$ cat src/bp_pkg.sv
`default_nettype none

package bp_pkg;

    localparam int PC_W       = 32;
    localparam int HIST_W     = 10;
    localparam int HIST_IDX_W = 8;
    localparam int BTB_IDX_W  = 7;
    localparam int TAG_W      = 30;
    localparam int TGT_W      = 31;

    localparam int HIST_ENTRIES = 1 << HIST_IDX_W;
    localparam int CNT_ENTRIES  = 1 << HIST_W;
    localparam int BTB_ENTRIES  = 1 << BTB_IDX_W;

    // Upper bit set means predict taken
    typedef enum logic [1:0] {
        CNT_STRONG_NT = 2'b00,
        CNT_WEAK_NT   = 2'b01,
        CNT_WEAK_T    = 2'b10,
        CNT_STRONG_T  = 2'b11
    } counter_state_e;

    // Resolved branch from the execute side
    typedef struct packed {
        logic [PC_W-1:0]  pc;
        logic             taken;
        logic [TGT_W-1:0] target;
    } bp_update_t;

    typedef struct packed {
        logic [PC_W-1:0] pc;
        logic            taken;
    } bp_prediction_t;

    // Tag is PC[31:2], target drops bit 0
    typedef struct packed {
        logic [TAG_W-1:0] tag;
        logic [TGT_W-1:0] target;
    } btb_entry_t;

endpackage

`default_nettype wire
$ cat src/bp_counter_table.sv
`timescale 1ns/1ps
`default_nettype none

module bp_counter_table (
    input  wire                       clk_i,
    input  wire                       rst_i,

    input  wire [bp_pkg::HIST_W-1:0]  raddr_i,
    output bp_pkg::counter_state_e    rdata_o,

    input  wire                       wen_i,
    input  wire [bp_pkg::HIST_W-1:0]  waddr_i,
    input  wire                       wtaken_i
);

    import bp_pkg::*;

    counter_state_e cnt_q [CNT_ENTRIES];
    counter_state_e cnt_old;
    counter_state_e cnt_new;

    assign rdata_o = cnt_q[raddr_i];
    assign cnt_old = cnt_q[waddr_i];

    // One step per update, saturating at both ends
    always_comb begin
        unique case (cnt_old)
            CNT_STRONG_NT: cnt_new = wtaken_i ? CNT_WEAK_NT : CNT_STRONG_NT;
            CNT_WEAK_NT:   cnt_new = wtaken_i ? CNT_WEAK_T : CNT_STRONG_NT;
            CNT_WEAK_T:    cnt_new = wtaken_i ? CNT_STRONG_T : CNT_WEAK_NT;
            CNT_STRONG_T:  cnt_new = wtaken_i ? CNT_STRONG_T : CNT_WEAK_T;
            default:       cnt_new = CNT_STRONG_NT;
        endcase
    end

    always_ff @(posedge clk_i) begin
        if (rst_i) begin
            for (int i = 0; i < CNT_ENTRIES; i++) begin
                cnt_q[i] <= CNT_STRONG_NT;
            end
        end else if (wen_i) begin
            cnt_q[waddr_i] <= cnt_new;
        end
    end

endmodule

`default_nettype wire

$ cat config.mk
export PLATFORM = sky130hd
export DESIGN_NAME = bp_counter_table
export DESIGN_NICKNAME = d
export VERILOG_FILES = /design/src/bp_pkg.sv /design/src/bp_counter_table.sv
export SDC_FILE = /design/constraint.sdc
export NUM_CORES = 2
export LEC_CHECK = 0
export BUFFER_PORTS_ARGS = -buffer_cell sky130_fd_sc_hd__buf_2
export CORE_ASPECT_RATIO = 1.5
export CORE_MARGIN = 2
export CORE_UTILIZATION = 30
export DETAILED_ROUTE_END_ITERATION = 10
export HOLD_SLACK_MARGIN = 0.12
export SLEW_MARGIN = 20
export SYNTH_ARGS = -nofsm -noshare
export SYNTH_HDL_FRONTEND = slang
export SYNTH_SLANG_ARGS = --single-unit
$ cat constraint.sdc
create_clock -name clk_i -period 11.7 [get_ports clk_i]
set_input_delay 1.17 -clock clk_i [delete_from_list [all_inputs] [get_ports clk_i]]
set_output_delay 1.17 -clock clk_i [all_outputs]
set_load 0.05 [all_outputs]
# Yosys cells after proc, flatten, opt, wreduce, memory -nomap -nowiden
# Memory sizes are Yosys's and may differ from the RTL's.
# Index checks and enable logic that the tools add are counted.
# Widths: inputs -> output; s select.
word_totals:
  reg_bits: 0
  latch_bits: 0
  mem_bits_rw: 2048
  mem_bits_ro: 0
  input_bits: 24
  out_inout_bits: 2
  word_cells: 19
  n_memories: 1
memory_table:
  columns: ["memory", "depth", "word_bits", "rd", "rd_ports_with_merged_regs", "write_ports", "line", "rtl"]
  rows:
  - ["cnt_q", 1024, 2, 2, 0, 1024, "bp_counter_table.sv:18", "counter_state_e cnt_q [CNT_ENTRIES];"]
classes:
  add_sub_neg: 0
  n_mul: 0
  div_mod_pow: 0
  n_lt_le_gt_ge: 0
  eq_ne: 3
  n_shift: 0
  muxes: 13
  bitwise: 0
  reduce_logical: 2
ops:
  columns: ["operator", "count"]
  rows:
  - ["$mux 10", 1]
  - ["$mux 1", 8]
  - ["$pmux 2 s4", 1]
  - ["$mux 2", 3]
  - ["$eq 2x2->1 const B", 2]
  - ["$eq 2x1->1 const B", 1]
  - ["$logic_not 2->1", 1]
  - ["$reduce_or 2->1", 1]

# Logic depth before layout (Yosys ltp)
depth:
  word_depth: 5
  mapped_depth: 19
  depth_no_buf: 10

# Worst setup path before layout
# No wires, ideal clock.
synth_path:
  path_type: "input to output"
  start: "in raddr_i[0] (netlist name)"
  end: "out rdata_o[1]"
  arrival_ps: 4912
  required_time_ps: 10530
  setup_slack_ps: 5618
  cell_stages: 10
  n_path_buf: 5
  cell_sequence: "buf_2 > buf_4 > buf_2 > buf_2 > buf_1 > mux4_2 > mux4_2 > mux4_2 > o311ai_0 > nand3_1"
synth_between:
  elab_chain_cells: 1
synth_lines:
  columns: ["item", "line", "rtl"]
  rows:
  - ["start, declared", "bp_counter_table.sv:8", "input wire [bp_pkg::HIST_W-1:0] raddr_i,"]
  - ["$mem_v2 1024x2", null, null]
  - ["end, declared", "bp_counter_table.sv:9", "output bp_pkg::counter_state_e rdata_o,"]
# Every way passes these cells.

==> metrics.txt <==
CTS Root Cell=clkbuf_16; Largest register FFs=~2000; Row Count=approximately 280; Synth area leaders=edfxtp_1 52%, mux4_2 15%, mux2i_1 6.9%, nor3_1 4.4%, o21bai_1 3.9%; total power=17.6 mW; Post-synth EDFFs=2048; clock network power share=0.372; DR vias=around 85000; Die Width=516 um; leakage power=41.0 nW; Max IR drop VDD=between 100 and 150 uV; Yosys cell types=between 50 and 60; mux contribution to synthesized area=0.216; wire length per cell=roughly 32 um; PD cells=~140 mW/mm^2; Hold Path Sink=cnt_q[380][1]; worst reg2reg path endpoint=cnt_q[989][0]; HPWL Detailed=284000 um; nets=~8600; cells after synthesis=roughly 9300; RePlAce Congestion=0.948; Detailed Routing Iterations Pass 1=7; Ports=26; Crit path max-delay family=buffers and inverters; Synth Area in XOR/XNOR=0; Max Root-Sink Buffers=4; DRT iter0 DRCs=roughly 11000; clock latency on the worst-skew pair=between 0.9 and 1 ns; critical path class=in2reg; port bufs=25; Tcrit/Tclk final=0.693; GR Overflow Total=0; simple-gate area share of the yosys netlist=0.144; Post-DRT Antenna Nets=0; Slowest-stage cell, CP=a22oi_1; CP required=12.32 ns; Setup Fix Bufs, Post-CTS=0; core area=0.392 mm^2; worst hold path class=in2reg; critical path endpoint category=flip-flop; Mapped Avg Cell Area=between 10 and 15 um^2; Synth Area in Compound Gates=0.0726; vias per std cell=6.09; register with the most flip-flops=cnt_q; worst r2r src=cnt_q[471][1]; Clk pin slew, worst setup/hold paths=0.07 ns; Peak Freq=about 0.12 GHz; Sequential Power Share=0.480; # Max-Cap Violations=0; Most used DFF post-synth=edfxtp_1; total global-route track usage=0.221; most frequent CP cell=buf_4; Die Area=0.399 mm^2; largest family of logic cells by synthesized area=multiplexers; Worst Reg-to-Reg Cells=12; CP startpoint=waddr_i[3]; Cells on Worst Hold Path=2; clk sink count=2048; Hold Fails Final Rpt=0; synth-to-layout area growth=9.01%; final core utilization=0.328; Gate power share=0.148; CTS HTree Levels=4; YS warnings=0; Initial Util=0.301; Setup-failing EPs final=0; HP Start=wen_i; chip height=~770 um; Adder-Cell Fraction of Synth Area=0.0000954; Top Registers=cnt_q (2048); Post-Syn Area=between 0.1 and 0.15 mm^2; crit start category=primary input; Internal=12.7 mW; CTS-repair resized insts=0; Synth Register Bits=slightly above 2000; number of global-route vias before repair=85500; Async SR Flop Fraction=0; first-pass GRT wire length=631000 um; critical path arrival=between 8 and 9 ns; filler cell count=~39000; final WL=453000 um; max-slew violations=0; status=finished clean; flop2flop setup slack=5.48 ns; Worst Tran Pin Value=around 1.2 ns; register area share after synthesis=0.521; Tmin final=a little over 8 ns; worst-path cell chain=buf_2 > buf_4 > or4b_4 > buf_4 > buf_4 > o22ai_1 > nor4_1 > nand2_1 > a22oi_1 > nand4_1 > nor4_1 > o211ai_1 > a21oi_4 > buf_4 > buf_4 > nor2_1; Worst slew margin=0.182; Worst path max stage delay=0.85 ns; top-count cell post-synth=edfxtp_1; synth cell count leaders=2048 x edfxtp_1, 1032 x nor3_1, 819 x nor2_1; fraction of layout cells with a size suffix above 1=0.208; Yosys top cell area share=0.521; # hold bufs at CTS=0; sw frac=0.278; CTS buffer count=189; Critical Path Fanout Max=62; CP bufs+invs=6; skew final=roughly 0.053 ns; largest net degree at the start of global routing=223; setup TNS=0 ns; initial antenna violation count=31; cell taking the most area after synthesis=edfxtp_1; RSZ-0062 raised after global routing=false; switching power=between 4 and 5 mW; drt drc=0; CTS tree=done; syn_nets=between 9000 and 10000
-- placed cells by master (no fill, tap or decap), types with 355 or more instances in the layout --
master	count
edfxtp_1	2048
nor3_1	1025
mux2i_1	807
nor2_1	793
mux4_2	772
o21bai_1	615
nand2_1	415
o22ai_1	376
nor3_2	356
nand2b_1	355
-- worst max path at each step --
stage / endpoint / slack (ns) / depth (start not counted)
after floorplan: rdata_o[1] / 5.62 / 10
after global placement: cnt_q[905][0] / 3.01 / 16
after detailed placement: cnt_q[751][0] / 3.06 / 16
after CTS: cnt_q[898][0] / 4.01 / 16
after global routing: cnt_q[964][0] / 3.70 / 16
final: cnt_q[989][0] / 3.59 / 16
-- through the flow --
step	std cells	hold slack (ns)	cell area, um^2	worst slack (ns)
floorplan	9262	1.14	118000	5.62
global placement	13600	1.63	122000	3.01
detailed placement	13600	1.64	122000	3.06
CTS	14000	0.682	129000	4.01
global route	14000	0.738	129000	3.70
finish	14000	0.737	129000	3.59
-- per-layer routing --
layer  GRT usage  share of wire
met5           0        0.00030
met2       0.361           0.47
met3      0.0463          0.097
met4       0.219           0.12
met1       0.233           0.31
-- final cells by class --
type	count	area [um^2]	area share
antenna	21	52.6	0.000408
clock buffer	223	4920	0.0382
clock inverter	112	1290	0.0101
inverter	6	22.5	0.000175
multi-input combinational	6027	51800	0.402
sequential	2048	61500	0.478
tap	5254	6570	0.0511
timing repair buffer	286	2560	0.0199
-- logic make-up after synthesis --
family | count (synthesis)
compound gates | 1213
fa+ha+maj | 1
buf+inv | 1187
flops | 2048
mux | 1583
simple gates | 3230
-- power groups by stage --
stage,clock network [mW],logic [mW],registers [mW]
5_1_grt,6.79,2.66,8.46
6_report,6.55,2.61,8.44
2_1_floorplan,0,1.78,8.53
4_1_cts,6.58,2.54,8.44
3_5_place_dp,0,2.54,8.60
3_3_place_gp,0,2.50,8.58
Note: power is estimated with default switching activity, not from simulation.
