File: config.mk
export PLATFORM = sky130hd
export DESIGN_NAME = bp_lookup_pipe
export DESIGN_NICKNAME = d
export VERILOG_FILES = /design/src/bp_pkg.sv /design/src/bp_lookup_pipe.sv
export SDC_FILE = /design/constraint.sdc
export NUM_CORES = 1
export LEC_CHECK = 0
export ABC_CLOCK_PERIOD_IN_PS = 4180
export CAP_MARGIN = 10
export CORE_ASPECT_RATIO = 0.7
export CORE_MARGIN = 2
export CORE_UTILIZATION = 35
export CTS_BUF_LIST = sky130_fd_sc_hd__clkbuf_4
export DETAILED_ROUTE_END_ITERATION = 7
export DONT_BUFFER_PORTS = 1
export PLACE_DENSITY = 0.52
export SYNTH_ARGS = -nofsm -noshare
export SYNTH_HDL_FRONTEND = slang
export SYNTH_SLANG_ARGS = --single-unit
File: constraint.sdc
create_clock -name clk_i -period 4.18 [get_ports clk_i]
set_input_delay 0.836 -clock clk_i [delete_from_list [all_inputs] [get_ports clk_i]]
set_output_delay 0.836 -clock clk_i [all_outputs]
set_load 0.05 [all_outputs]
File: src/bp_pkg.sv
`default_nettype none

package bp_pkg;

    localparam int PC_W       = 32;
    localparam int HIST_W     = 10;
    localparam int HIST_IDX_W = 8;
    localparam int BTB_IDX_W  = 7;
    localparam int TAG_W      = 30;
    localparam int TGT_W      = 31;

    localparam int HIST_ENTRIES = 1 << HIST_IDX_W;
    localparam int CNT_ENTRIES  = 1 << HIST_W;
    localparam int BTB_ENTRIES  = 1 << BTB_IDX_W;

    // Upper bit set means predict taken
    typedef enum logic [1:0] {
        CNT_STRONG_NT = 2'b00,
        CNT_WEAK_NT   = 2'b01,
        CNT_WEAK_T    = 2'b10,
        CNT_STRONG_T  = 2'b11
    } counter_state_e;

    // Resolved branch from the execute side
    typedef struct packed {
        logic [PC_W-1:0]  pc;
        logic             taken;
        logic [TGT_W-1:0] target;
    } bp_update_t;

    typedef struct packed {
        logic [PC_W-1:0] pc;
        logic            taken;
    } bp_prediction_t;

    // Tag is PC[31:2], target drops bit 0
    typedef struct packed {
        logic [TAG_W-1:0] tag;
        logic [TGT_W-1:0] target;
    } btb_entry_t;

endpackage

`default_nettype wire
File: src/bp_lookup_pipe.sv
`timescale 1ns/1ps
`default_nettype none

module bp_lookup_pipe (
    input  wire                           clk_i,
    input  wire                           rst_i,

    input  wire                           req_i,
    input  wire [bp_pkg::PC_W-1:0]        pc_i,

    output logic [bp_pkg::HIST_IDX_W-1:0] hist_raddr_o,
    input  wire [bp_pkg::HIST_W-1:0]      hist_rdata_i,

    output logic [bp_pkg::PC_W-1:0]       btb_pc_o,
    input  wire                           btb_hit_i,
    input  wire [bp_pkg::TGT_W-1:0]       btb_target_i,

    output logic [bp_pkg::HIST_W-1:0]     cnt_raddr_o,
    input  wire bp_pkg::counter_state_e   cnt_rdata_i,

    output logic                          valid_o,
    output bp_pkg::bp_prediction_t        pred_o,
    output logic [bp_pkg::PC_W-1:0]       next_pc_o
);

    import bp_pkg::*;

    // Stage 1 state
    logic             s1_valid_q;
    logic [PC_W-1:0]  s1_pc_q;
    logic [HIST_W-1:0] s1_hist_q;
    logic             s1_hit_q;
    logic [TGT_W-1:0] s1_target_q;

    logic           s2_taken;
    logic [PC_W-1:0] s2_next_pc;
    bp_prediction_t s2_pred;

    assign hist_raddr_o = pc_i[HIST_IDX_W+1:2];
    assign btb_pc_o     = pc_i;

    always_ff @(posedge clk_i) begin
        if (rst_i) begin
            s1_valid_q <= 1'b0;
        end else begin
            s1_valid_q <= req_i;
        end
    end

    always_ff @(posedge clk_i) begin
        s1_pc_q     <= pc_i;
        s1_hist_q   <= hist_rdata_i;
        s1_hit_q    <= btb_hit_i;
        s1_target_q <= btb_target_i;
    end

    // Stage 2, history selects the counter
    assign cnt_raddr_o = s1_hist_q;

    // Taken needs both a taken-leaning counter and a tag hit
    assign s2_taken   = cnt_rdata_i[1] && s1_hit_q;
    assign s2_next_pc = s2_taken ? {s1_target_q, 1'b0} : s1_pc_q + PC_W'(4);

    always_comb begin
        s2_pred.pc    = s1_pc_q;
        s2_pred.taken = s2_taken;
    end

    always_ff @(posedge clk_i) begin
        if (rst_i) begin
            valid_o <= 1'b0;
        end else begin
            valid_o <= s1_valid_q;
        end
    end

    always_ff @(posedge clk_i) begin
        pred_o    <= s2_pred;
        next_pc_o <= s2_next_pc;
    end

endmodule

`default_nettype wire

Word-level counts from Yosys, hierarchy flattened
Cells that the tools add are included.
- logic and storage cells: 13
- bits in registers: 141
- output and inout bits: 116
- input bits: 79
- reductions and logical operators: 1
- add/sub/neg operators: 1
- multiplexer cells: 1
- operator list (operator ; count):
    $add 32x3->32 const B ; 1
    $mux 32 ; 1
    $logic_and 1x1->1 ; 1

Logic depth before layout (Yosys ltp)
Gate-level depths: netlist of run 1.
- depth in word-level cells: 2
- gate-level depth with buffers: 6
- depth with buffers taken out: 5

Least setup slack after synthesis of run 1
OpenSTA, ideal clock, no wires.
- kind: register -> register
- from: register s1_pc_q[2]
- to: register next_pc_o[26] in the netlist's numbering
- period minus slack after synthesis: 2043 ps
- setup slack: 2137 ps
- buffers on the path: 0
- data required time: 4106 ps
- data arrival time: 1968 ps
- cell stages (with the launch flop): 6
- library setup time: 74 ps
- path through: dfxtp_1 ha_1 nand4_4 or4_4 or4_1 a31oi_1
- longest elaborated chain between the ends: 2
- ends and longest elaborated chain (what ; RTL line ; source):
    from (decl) ; bp_lookup_pipe.sv:30 ; logic [PC_W-1:0] s1_pc_q;
    from (signal assigned) ; bp_lookup_pipe.sv:51 ; s1_pc_q <= pc_i;
    $add 32x3->32 ; bp_lookup_pipe.sv:62 ; assign s2_next_pc = s2_taken ? {s1_target_q, 1'b0} : s1_pc_q + PC_W'(4);
    $mux 32 ; bp_lookup_pipe.sv:62 ;
    via s2_next_pc[26] ; bp_lookup_pipe.sv:36 ; logic [PC_W-1:0] s2_next_pc;
    to (signal assigned) ; bp_lookup_pipe.sv:79 ; next_pc_o <= s2_next_pc;
    to (decl) ; bp_lookup_pipe.sv:23 ; output logic [bp_pkg::PC_W-1:0] next_pc_o
The timed path passes the listed nets, and every way through them passes these cells.
A chain may end at the register's enable or synchronous reset.

Worst setup path after layout of run 1
- from: register s1_pc_q[2]
- to: register next_pc_o[27] in the netlist's numbering
Same word-level chain as after synthesis.

==> results of run 1 <==
[routing by layer]
| layer | wire length, um | part of all wire [%] |
|---|---|---|
| met3 | 1060 | 13 |
| met2 | 3380 | 42 |
| met1 | 3570 | 44 |
| met5 | 0 | 0 |
| met4 | 72 | 0.89 |
[final cells by class]
cell class	count	area [um^2]
inverters	6	22.5
multi-input cells	150	885
flip-flops and latches	141	2820
fillers	1065	6880
clock buffers	19	143
well taps	153	191
clock inverters	13	213
repair buffers	1	7.51
diodes	1	2.50
[power groups by stage]
stage	registers [mW]	logic, mW	clock network (mW)
finish	1.65	0.0567	1.05
global route	1.66	0.0643	1.14
CTS	1.65	0.0574	1.08
detailed placement	1.68	0.0571	0
global placement	1.68	0.0563	0
floorplan	1.66	0.149	0
[how the worst min path moves through the flow]
stage,to,slack [ns],cells after the start
after global placement,pred_o[1],0.33,0
final,s1_target_q[27],0.34,0
after CTS,s1_target_q[27],0.27,0
after floorplan,pred_o[1],0.32,0
after detailed placement,pred_o[1],0.33,0
after global routing,s1_target_q[27],0.25,0
[kinds of logic after synthesis]
family          count (synthesis)  synth area share (%)
mux                             2                 0.554
flops                         141                  69.4
simple gates                   90                  11.6
xor+xnor                       15                  3.23
buf+inv                        55                  8.89
compound gates                 42                  5.97
fa+ha+maj                       1                 0.308
[flip-flops by register name (all words and copies together), names as in the netlist]
signal / cells
s1_hit_q: 1
cnt_raddr_o: 10
pred_o: 33
s1_valid_q: 1
valid_o: 1
next_pc_o: 32
s1_target_q: 31
s1_pc_q: 32
[cell usage in the layout (no fill, tap or decap), types with 6 or more instances in the layout]
master	synthesis	layout
a21oi_1	16	16
clkbuf_4	0	19
dfxtp_1	141	141
nand3_1	10	10
nand4_1	7	7
a31oi_1	12	12
or3_1	8	8
nand2_1	10	9
or4_1	6	6
xnor2_1	13	13
inv_1	6	6
o21ai_0	8	8
nor2_1	31	31
[per-stage QoR]
| step | power [mW] | worst slack, ns | cell area (um^2) | hold WS (ns) |
|---|---|---|---|---|
| 2_1_floorplan | 1.81 | 2.14 | 4070 | 0.323 |
| 3_3_place_gp | 1.74 | 1.84 | 3930 | 0.328 |
| 5_1_grt | 2.86 | 1.67 | 4290 | 0.247 |
| 4_1_cts | 2.79 | 1.80 | 4280 | 0.270 |
| 3_5_place_dp | 1.74 | 1.83 | 3930 | 0.332 |
| 6_report | 2.75 | 1.76 | 4290 | 0.341 |
==> summary.txt, run 1 <==
Pwr
  • Register share of total power: around three fifths
  • Pint: 2.01 mW
  • Pwr per Cell Area: between 600 and 700 nW/um^2
  • Combinational Power Share: 2.1%
  • Clk pwr share: between 30% and 40%
  • Leak: 1.64 nW
  • Sw Pwr: roughly 0.75 mW
  • Peak VDD IR: ~310 uV
  • Switch share: 27.1%

Drt
  • Drt pass-1 iters: 5
  • Wire per inst: approximately 17 um
  • DRC Markers: 0
  • Iteration-0 DRC Markers: 169
  • Via count: between 2000 and 2500
  • Mean number of vias per cell: 4.71
  • Final wirelength: 8070 um
  • Antenna-violating nets left: 0

Run
  • Max Cap Violations: 0

Die
  • Ports: 195
  • Initial Util: between 30 and 40%
  • Die Area: 12500 um^2
  • Die Span X: between 100 and 150 um
  • Cell Rows: 32
  • Die Y: about 94 um
  • Core box area: between 10000 and 15000 um^2

Critical path
  • CP Capture Type: flop
  • Critical Path Most Common Cell: or4_1
  • Slowest CP cell: or4_1
  • CP max FO: 14
  • Crit path largest cell delay: around 0.82 ns
  • Setup CP Type: flop to flop
  • Reg2reg setup slack: approximately 1.8 ns
  • CP endpoint: next_pc_o[27]
  • Critical-path cell list: nand4_1, or4_1, or4_1, a31oi_1
  • Worst Setup SP: s1_pc_q[2]
  • R2r endpoint: next_pc_o[27]
  • Buf/Inv on CP: 0
  • Reg2Reg Depth: 4
  • CP required: roughly 4.6 ns
  • Reg-to-reg critical path startpoint: s1_pc_q[2]
  • Startpoint Class: flop
  • Crit-path leading delay family: simple AND/OR/NAND/NOR gates
  • Data arrival, critical path: approximately 2.8 ns
  • Number of cells on the critical path: 4

Synth
  • Most common cell in the synthesized netlist: dfxtp_1
  • Synth cell types: 30
  • Sequential area share after synthesis: between 60% and 70%
  • Ranking of synthesized cells by area: dfxtp_1 (69%), buf_4 (7.6%), nor2_1 (2.9%)
  • Syn Inst Count: about 350
  • Post-Syn Nets: about 430
  • Ys async rst share: 0%
  • #FFs+latches synth: between 100 and 150
  • Top cells by count, synth: dfxtp_1 (141), buf_4 (41), nor2_1 (31), a21oi_1 (16), xnor2_1 (13)
  • Syn. warnings: 0
  • Syn Std Cell Area: just over 4000 um^2
  • Ys flop type: dfxtp_1
  • Yosys top cell area share: 69.4%
  • Number of synthesized flops with an enable pin: 0
  • Post-synth top area cell: dfxtp_1
  • Synth Area per Inst: 11.8 um^2

Global route
  • Met2 GRT Util: 18.1%
  • Largest net degree at the start of global routing: 34
  • Grt met3 use: under 10%
  • GRT overflow: 0
  • Gr busiest metal: met2
  • M1 GR Usage: 15.6%
  • Initial antenna violation count: 1
  • Gr usage total: about 13%
  • Number of global-route vias before repair: between 2000 and 2500
  • First-pass GRT wire length: roughly 12000 um

Place
  • Buffers added on ports: 0
  • Final HPWL DP: 5730 um
  • Routability congestion estimate: a little under 0.7
  • Placed insts: about 450

STA
  • Max-slew violations: 0
  • Max-Slew Margin vs Limit: 65.5%
  • Part of the cycle the worst path needs: about 58%
  • Setup violations, final: 0
  • Final Hold Violating Endpoints: 0
  • RSZ-0062 raised after global routing: false
  • Worst slew pin tran: 0.517 ns
  • Total Neg Setup Slack: 0 ns
  • Final setup skew: between 0.02 and 0.025 ns
  • Achievable frequency: a little over 0.4 GHz
  • Final Critical Period: 2.42 ns

CTS
  • Worst-path clk slew: about 0.13 ns
  • CTS Buffer Depth: 2
  • Post-CTS Setup Bufs: 0
  • Root Buffer: clkbuf_4
  • Num CTS Buffers: 17
  • CTS tree: built
  • Clock sinks: about 140
  • H-tree depth: 4
  • Post-CTS resize count: 0
  • Clk_lat worst skew: slightly above 0.5 ns
  • CTS Hold Buffers Added: 0

Min path
  • Hold path startpoint: btb_target_i[27]
  • Hold crit path type: primary input to flop

Layout
  • Finished Core Util: a little under two fifths
  • Final Non-Filler Cells: ~480
  • Synth-to-Final Area Change: 5.42%
  • Nets: about 400
  • Share of layout cells above drive strength 1: 11.2%

Outcome
  • Status: finished, final reports clean
Note: power is estimated with default switching activity, not from simulation.
==> run 2: changes to the inputs <==
--- a/config.mk
+++ b/config.mk
@@ -5,7 +5,7 @@
 export SDC_FILE = /design/constraint.sdc
 export NUM_CORES = 1
 export LEC_CHECK = 0
-export ABC_CLOCK_PERIOD_IN_PS = 4180
+export ABC_CLOCK_PERIOD_IN_PS = 2500
 export CAP_MARGIN = 10
 export CORE_ASPECT_RATIO = 0.7
 export CORE_MARGIN = 2
==> constraint.sdc (replaced) <==
create_clock -name clk_i -period 2.5 [get_ports clk_i]
set_input_delay 0.5 -clock clk_i [delete_from_list [all_inputs] [get_ports clk_i]]
set_output_delay 0.5 -clock clk_i [all_outputs]
set_load 0.05 [all_outputs]
==> summary.txt, run 2 (same netlist as run 1, synthesis figures left out) <==
Die
  • Die Span X: 133 um (unchanged)
  • Die Y: 94.2 um (unchanged)
  • Die Area: 12500 um^2 (unchanged)
  • Core box area: 11200 um^2 (unchanged)
  • Cell Rows: 32 (unchanged)
  • Ports: 195 (unchanged)
  • Initial Util: 36.4% (unchanged)

Drt
  • Iteration-0 DRC Markers: 161 (-4.7%)
  • Wire per inst: 15.4 um (-7.7%)
  • Antenna-violating nets left: 0 (unchanged)
  • DRC Markers: 0 (unchanged)
  • Final wirelength: 8590 um (+6.4%)
  • Via count: 2528 (+11%)
  • Mean number of vias per cell: 4.53 (-3.8%)
  • Drt pass-1 iters: 4 (-1)

Critical path
  • Setup CP Type: flop to flop
  • Reg2Reg Depth: 5 (+1)
  • R2r endpoint: next_pc_o[28]
  • Data arrival, critical path: 2.80 ns (-0.04 ns)
  • Crit path largest cell delay: 0.67 ns (-0.15 ns)
  • Slowest CP cell: or4_4
  • CP Capture Type: flop
  • Reg-to-reg critical path startpoint: s1_pc_q[3]
  • Crit-path leading delay family: simple AND/OR/NAND/NOR gates
  • Reg2reg setup slack: 0.12 ns (-1.65 ns)
  • CP required: 2.92 ns (-1.68 ns)
  • Critical-path cell list: ha_1, nand4_4, or4_4, or4_1, a31oi_1
  • CP max FO: 13 (-1)
  • Buf/Inv on CP: 0 (unchanged)
  • Startpoint Class: flop

CTS
  • Clock sinks: 141 (unchanged)
  • Worst-path clk slew: 0.12 ns (about the same)
  • Post-CTS Setup Bufs: 0 (unchanged)
  • H-tree depth: 4 (unchanged)
  • Root Buffer: clkbuf_4
  • Num CTS Buffers: 17 (unchanged)
  • CTS tree: built
  • CTS Buffer Depth: 2 (unchanged)
  • Clk_lat worst skew: 0.49 ns (-0.02 ns)

Global route
  • GRT overflow: 0 (unchanged)
  • Largest net degree at the start of global routing: 27 (-21%)
  • Number of global-route vias before repair: 2407 (+13%)
  • Initial antenna violation count: 0 (-1)
  • Gr usage total: 13.9% (+1.0 points)
  • First-pass GRT wire length: 12900 um (+9.9%)

Pwr
  • Total Power: 4.40 mW (+60%)
  • Pwr per Cell Area: 884 nW/um^2 (+38%)
  • Peak VDD IR: 401 uV (+28%)
  • Leak: 1.94 nW (+18%)

STA
  • Worst slew pin tran: 0.529 ns (+0.0120 ns)
  • RSZ-0062 raised after global routing: false
  • Max-slew violations: 0 (unchanged)
  • Final setup skew: 0.0163 ns (-0.00402 ns)
  • Achievable frequency: 0.420 GHz (+1.4%)
  • Part of the cycle the worst path needs: 95.3% (+37 points)
  • Max-Slew Margin vs Limit: 64.7% (-0.80 points)
  • Final Critical Period: 2.38 ns (-0.0343 ns)
  • Total Neg Setup Slack: 0 ns (unchanged)
  • Setup violations, final: 0 (unchanged)
  • Final Hold Violating Endpoints: 0 (unchanged)

Place
  • Buffers added on ports: 0 (unchanged)
  • Routability congestion estimate: 0.668 (-2.8%)
  • Final HPWL DP: 5770 um (+0.73%)

Layout
  • Share of layout cells above drive strength 1: 9.38% (-1.8 points)
  • Synth-to-Final Area Change: 22.4%
  • Top flop regs: pred_o (33), next_pc_o (32), s1_pc_q (32)
  • Nets: 474 (+19%)
  • Antenna fix cells: 0 (-1)
  • Max FFs per register: 33 (unchanged)
  • Biggest register: pred_o
  • Commonest non-fill, non-tap cell in the layout: dfxtp_1
  • Most frequent cells in the layout: dfxtp_1 (141), dlygate4sd3_1 (75), nor2_1 (31)

Min path
  • Hold EP: s1_valid_q
  • WHS Path Cells: 1 (+1)
  • Hold path startpoint: req_i
  • Hold crit path type: primary input to flop

Run
  • Max Cap Violations: 0 (unchanged)

Outcome
  • Status: finished, final reports clean
-- run 2: final cells by class --
| cell class | count | area (um^2) |
|---|---|---|
| fill | 1039 | 6190 |
| sequential | 141 | 2820 |
| multi-input combinational | 150 | 885 |
| timing repair buffer | 78 | 773 |
| tap | 153 | 191 |
| clock inverter | 12 | 149 |
| clock buffer | 18 | 135 |
| inverter | 6 | 22.5 |
-- run 2: through the flow --
step / instances / hold slack [ns] / utilization (%) / instance area (um^2) / setup WS, ns
after floorplan: 346 / 0.323 / - / 4070 / 0.457
after global placement: 453 / 0.329 / 35.3 / 3940 / 0.211
after detailed placement: 453 / 0.336 / 35.3 / 3940 / 0.172
after CTS: 558 / 0.0859 / 44.6 / 4980 / 0.145
after global routing: 558 / 0.0691 / 44.6 / 4980 / 0.0110
final: 558 / 0.148 / 44.6 / 4980 / 0.118
-- run 2: worst max-delay path by stage --
| stage | from | endpoint | slack, ns | cells after the start |
|---|---|---|---|---|
| 2_1_floorplan | s1_pc_q[2] | next_pc_o[26] | 0.46 | 5 |
| 3_3_place_gp | s1_pc_q[4] | next_pc_o[27] | 0.21 | 4 |
| 3_5_place_dp | s1_pc_q[3] | next_pc_o[28] | 0.17 | 5 |
| 4_1_cts | s1_pc_q[3] | next_pc_o[28] | 0.14 | 5 |
| 5_1_grt | s1_pc_q[3] | next_pc_o[28] | 0.01 | 5 |
| 6_report | s1_pc_q[3] | next_pc_o[28] | 0.12 | 5 |
-- run 2: timing repair --
action	4_1_cts	5_1_grt
hold buffers	75	0
hold endpoints to repair	76	0
gates resized for setup	0	0
-- run 2: routing by layer --
metal	global-route usage (%)	wire, um	vias up
met4	4.84	82	0
met2	20.3	3650	147
met5	0	0	-
met3	6.90	864	10
met1	17.8	4000	1140
li1	-	-	1231
-- run 2: power by group --
| group | total [mW] | internal [mW] | switching [mW] |
|---|---|---|---|
| logic | 0.192 | 0.121 | 0.0710 |
| clock network | 1.45 | 0.690 | 0.763 |
| registers | 2.76 | 2.38 | 0.372 |
| total | 4.40 | 3.20 | 1.21 |
-- run 2: worst reg2reg max path, stage by stage, from the launching register on --
cell and delay [ns]:
dfxtp_1 0.44, ha_1 0.30, nand4_4 0.19, or4_4 0.68
or4_1 0.54, a31oi_1 0.17
==> run 3: changes to the inputs <==
--- a/config.mk
+++ b/config.mk
@@ -14,6 +14,7 @@
 export DETAILED_ROUTE_END_ITERATION = 7
 export DONT_BUFFER_PORTS = 1
 export PLACE_DENSITY = 0.52
+export REMOVE_ABC_BUFFERS = 1
 export SYNTH_ARGS = -nofsm -noshare
 export SYNTH_HDL_FRONTEND = slang
 export SYNTH_SLANG_ARGS = --single-unit
==> summary.txt, run 3 (same netlist as run 1, synthesis figures left out) <==
Outcome
  • Status: finished, final reports clean

Critical path
  • Number of cells on the critical path: 5 (unchanged)
  • Buf/Inv on CP: 0 (unchanged)
  • Crit-path leading delay family: simple AND/OR/NAND/NOR gates
  • CP Capture Type: flop
  • Reg-to-reg critical path startpoint: s1_pc_q[2]
  • Worst Setup SP: s1_pc_q[2]
  • Setup CP Type: flop to flop
  • CP endpoint: next_pc_o[26]
  • CP required: 2.94 ns (+0.02 ns)
  • Crit path largest cell delay: 0.65 ns (-0.02 ns)
  • R2r endpoint: next_pc_o[26]
  • CP max FO: 13 (unchanged)
  • Slowest CP cell: or4_4
  • Critical-path cell list: ha_1, nand4_4, or4_4, or4_1, a31oi_1
  • Data arrival, critical path: 2.71 ns (-0.09 ns)
  • Reg2Reg Depth: 5 (unchanged)
  • Reg2reg setup slack: 0.23 ns (+0.11 ns)
  • Startpoint Class: flop

STA
  • Max-Slew Margin vs Limit: 64.9% (+0.23 points)
  • Worst slew pin tran: 0.524 ns (-0.00462 ns)
  • Total Neg Setup Slack: 0 ns (unchanged)
  • Final Critical Period: 2.27 ns (-0.109 ns)
  • Setup violations, final: 0 (unchanged)
  • RSZ-0062 raised after global routing: false
  • Achievable frequency: 0.440 GHz (+4.8%)
  • Final Hold Violating Endpoints: 0 (unchanged)
  • Final setup skew: 0.0154 ns (-0.000887 ns)
  • Part of the cycle the worst path needs: 90.9% (-4.4 points)
  • Max-slew violations: 0 (unchanged)

Global route
  • GRT overflow: 0 (unchanged)
  • First-pass GRT wire length: 13400 um (+3.4%)
  • Initial antenna violation count: 0 (unchanged)
  • Gr usage total: 14.4% (+0.45 points)
  • Largest net degree at the start of global routing: 33 (+22%)
  • Number of global-route vias before repair: 2525 (+4.9%)

Layout
  • Most frequent cells in the layout: dfxtp_1 (141), dlygate4sd3_1 (75), nor2_1 (31)
  • Antenna fix cells: 0 (unchanged)
  • Commonest non-fill, non-tap cell in the layout: dfxtp_1
  • Share of layout cells above drive strength 1: 10.5% (+1.1 points)
  • Final Non-Filler Cells: 562 (+0.72%)
  • Max FFs per register: 33 (unchanged)
  • Top flop regs: pred_o (33), next_pc_o (32), s1_pc_q (32)
  • Biggest register: pred_o
  • Synth-to-Final Area Change: 22.8%
  • Nets: 477 (+0.63%)

CTS
  • CTS Buffer Depth: 2 (unchanged)
  • Num CTS Buffers: 17 (unchanged)
  • Clock sinks: 141 (unchanged)
  • Worst-path clk slew: 0.12 ns (about the same)
  • CTS tree: built
  • H-tree depth: 4 (unchanged)
  • Root Buffer: clkbuf_4
  • Clk_lat worst skew: 0.51 ns (+0.02 ns)

Pwr
  • Leak: 1.93 nW (about the same)
  • Peak VDD IR: 570 uV (+42%)
  • Pwr per Cell Area: 872 nW/um^2 (-1.4%)

Place
  • Placed insts: 456 (+0.66%)
  • Routability congestion estimate: 0.757 (+13%)
  • Buffers added on ports: 0 (unchanged)
  • Final HPWL DP: 5630 um (-2.5%)

Drt
  • Via count: 2519 (-0.36%)
  • DRC Markers: 0 (unchanged)
  • Wire per inst: 15.4 um (about the same)
  • Mean number of vias per cell: 4.48 (-1.1%)
  • Drt pass-1 iters: 4 (unchanged)
  • Iteration-0 DRC Markers: 80 (-50%)
  • Antenna-violating nets left: 0 (unchanged)
  • Final wirelength: 8660 um (+0.73%)

Min path
  • Hold crit path type: primary input to flop

Die
  • Core box area: 11200 um^2 (unchanged)
  • Cell Rows: 32 (unchanged)
  • Die Area: 12500 um^2 (unchanged)
  • Die Y: 94.2 um (unchanged)
  • Die Span X: 133 um (unchanged)
  • Ports: 195 (unchanged)
  • Initial Util: 36.4% (unchanged)

Run
  • Max Cap Violations: 0 (unchanged)
run 3: how the worst min path moves through the flow:
stage	startpoint	to	slack (ns)	cells past startpoint
2_1_floorplan	s1_pc_q[0]	pred_o[1]	0.32	0
3_3_place_gp	s1_pc_q[0]	pred_o[1]	0.33	0
3_5_place_dp	s1_pc_q[0]	pred_o[1]	0.34	0
4_1_cts	req_i	s1_valid_q	0.06	1
5_1_grt	req_i	s1_valid_q	0.04	1
6_report	req_i	s1_valid_q	0.12	1
run 3: power by group:
part | internal [mW] | switching, mW
registers | 2.38 | 0.368
clock network | 0.588 | 0.817
logic | 0.123 | 0.0732
total | 3.10 | 1.26
run 3: per-stage QoR:
stage	setup slack [ns]	area [um^2]	util, %	hold slack [ns]	power, mW
final	0.227	4990	44.7	0.116	4.35
after global routing	0.0367	4990	44.7	0.0413	4.54
after CTS	0.150	4990	44.7	0.0623	4.41
after detailed placement	0.171	3970	35.5	0.338	2.91
after global placement	0.211	3970	35.5	0.330	2.91
after floorplan	0.382	3730	-	0.323	2.86
run 3: worst reg2reg max path, stage by stage, from the launching register on:
cell	delay, ns
dfxtp_1	0.44
ha_1	0.30
nand4_4	0.12
or4_4	0.65
or4_1	0.53
a31oi_1	0.17
run 3: repair_timing:
action | CTS | global route
setup endpoints to repair | 0 | 1
endpoints found under the hold margin | 76 | 0
gates resized for setup | 0 | 1
hold buffers | 75 | 0
buffers inserted | 0 | 0
run 3: metal layers:
| metal | global-route usage, % | wire length (um) |
|---|---|---|
| met5 | 0 | 0 |
| met2 | 23.4 | 4080 |
| met3 | 7.39 | 878 |
| met1 | 16.3 | 3570 |
| met4 | 5.20 | 121 |
run 3: area by class of cell:
| class | count | area (um^2) |
|---|---|---|
| tap | 153 | 191 |
| clock inverter | 14 | 145 |
| sequential | 141 | 2820 |
| fill | 1021 | 6180 |
| multi-input combinational | 150 | 888 |
| inverter | 6 | 22.5 |
| clock buffer | 17 | 128 |
| timing repair buffer | 81 | 796 |
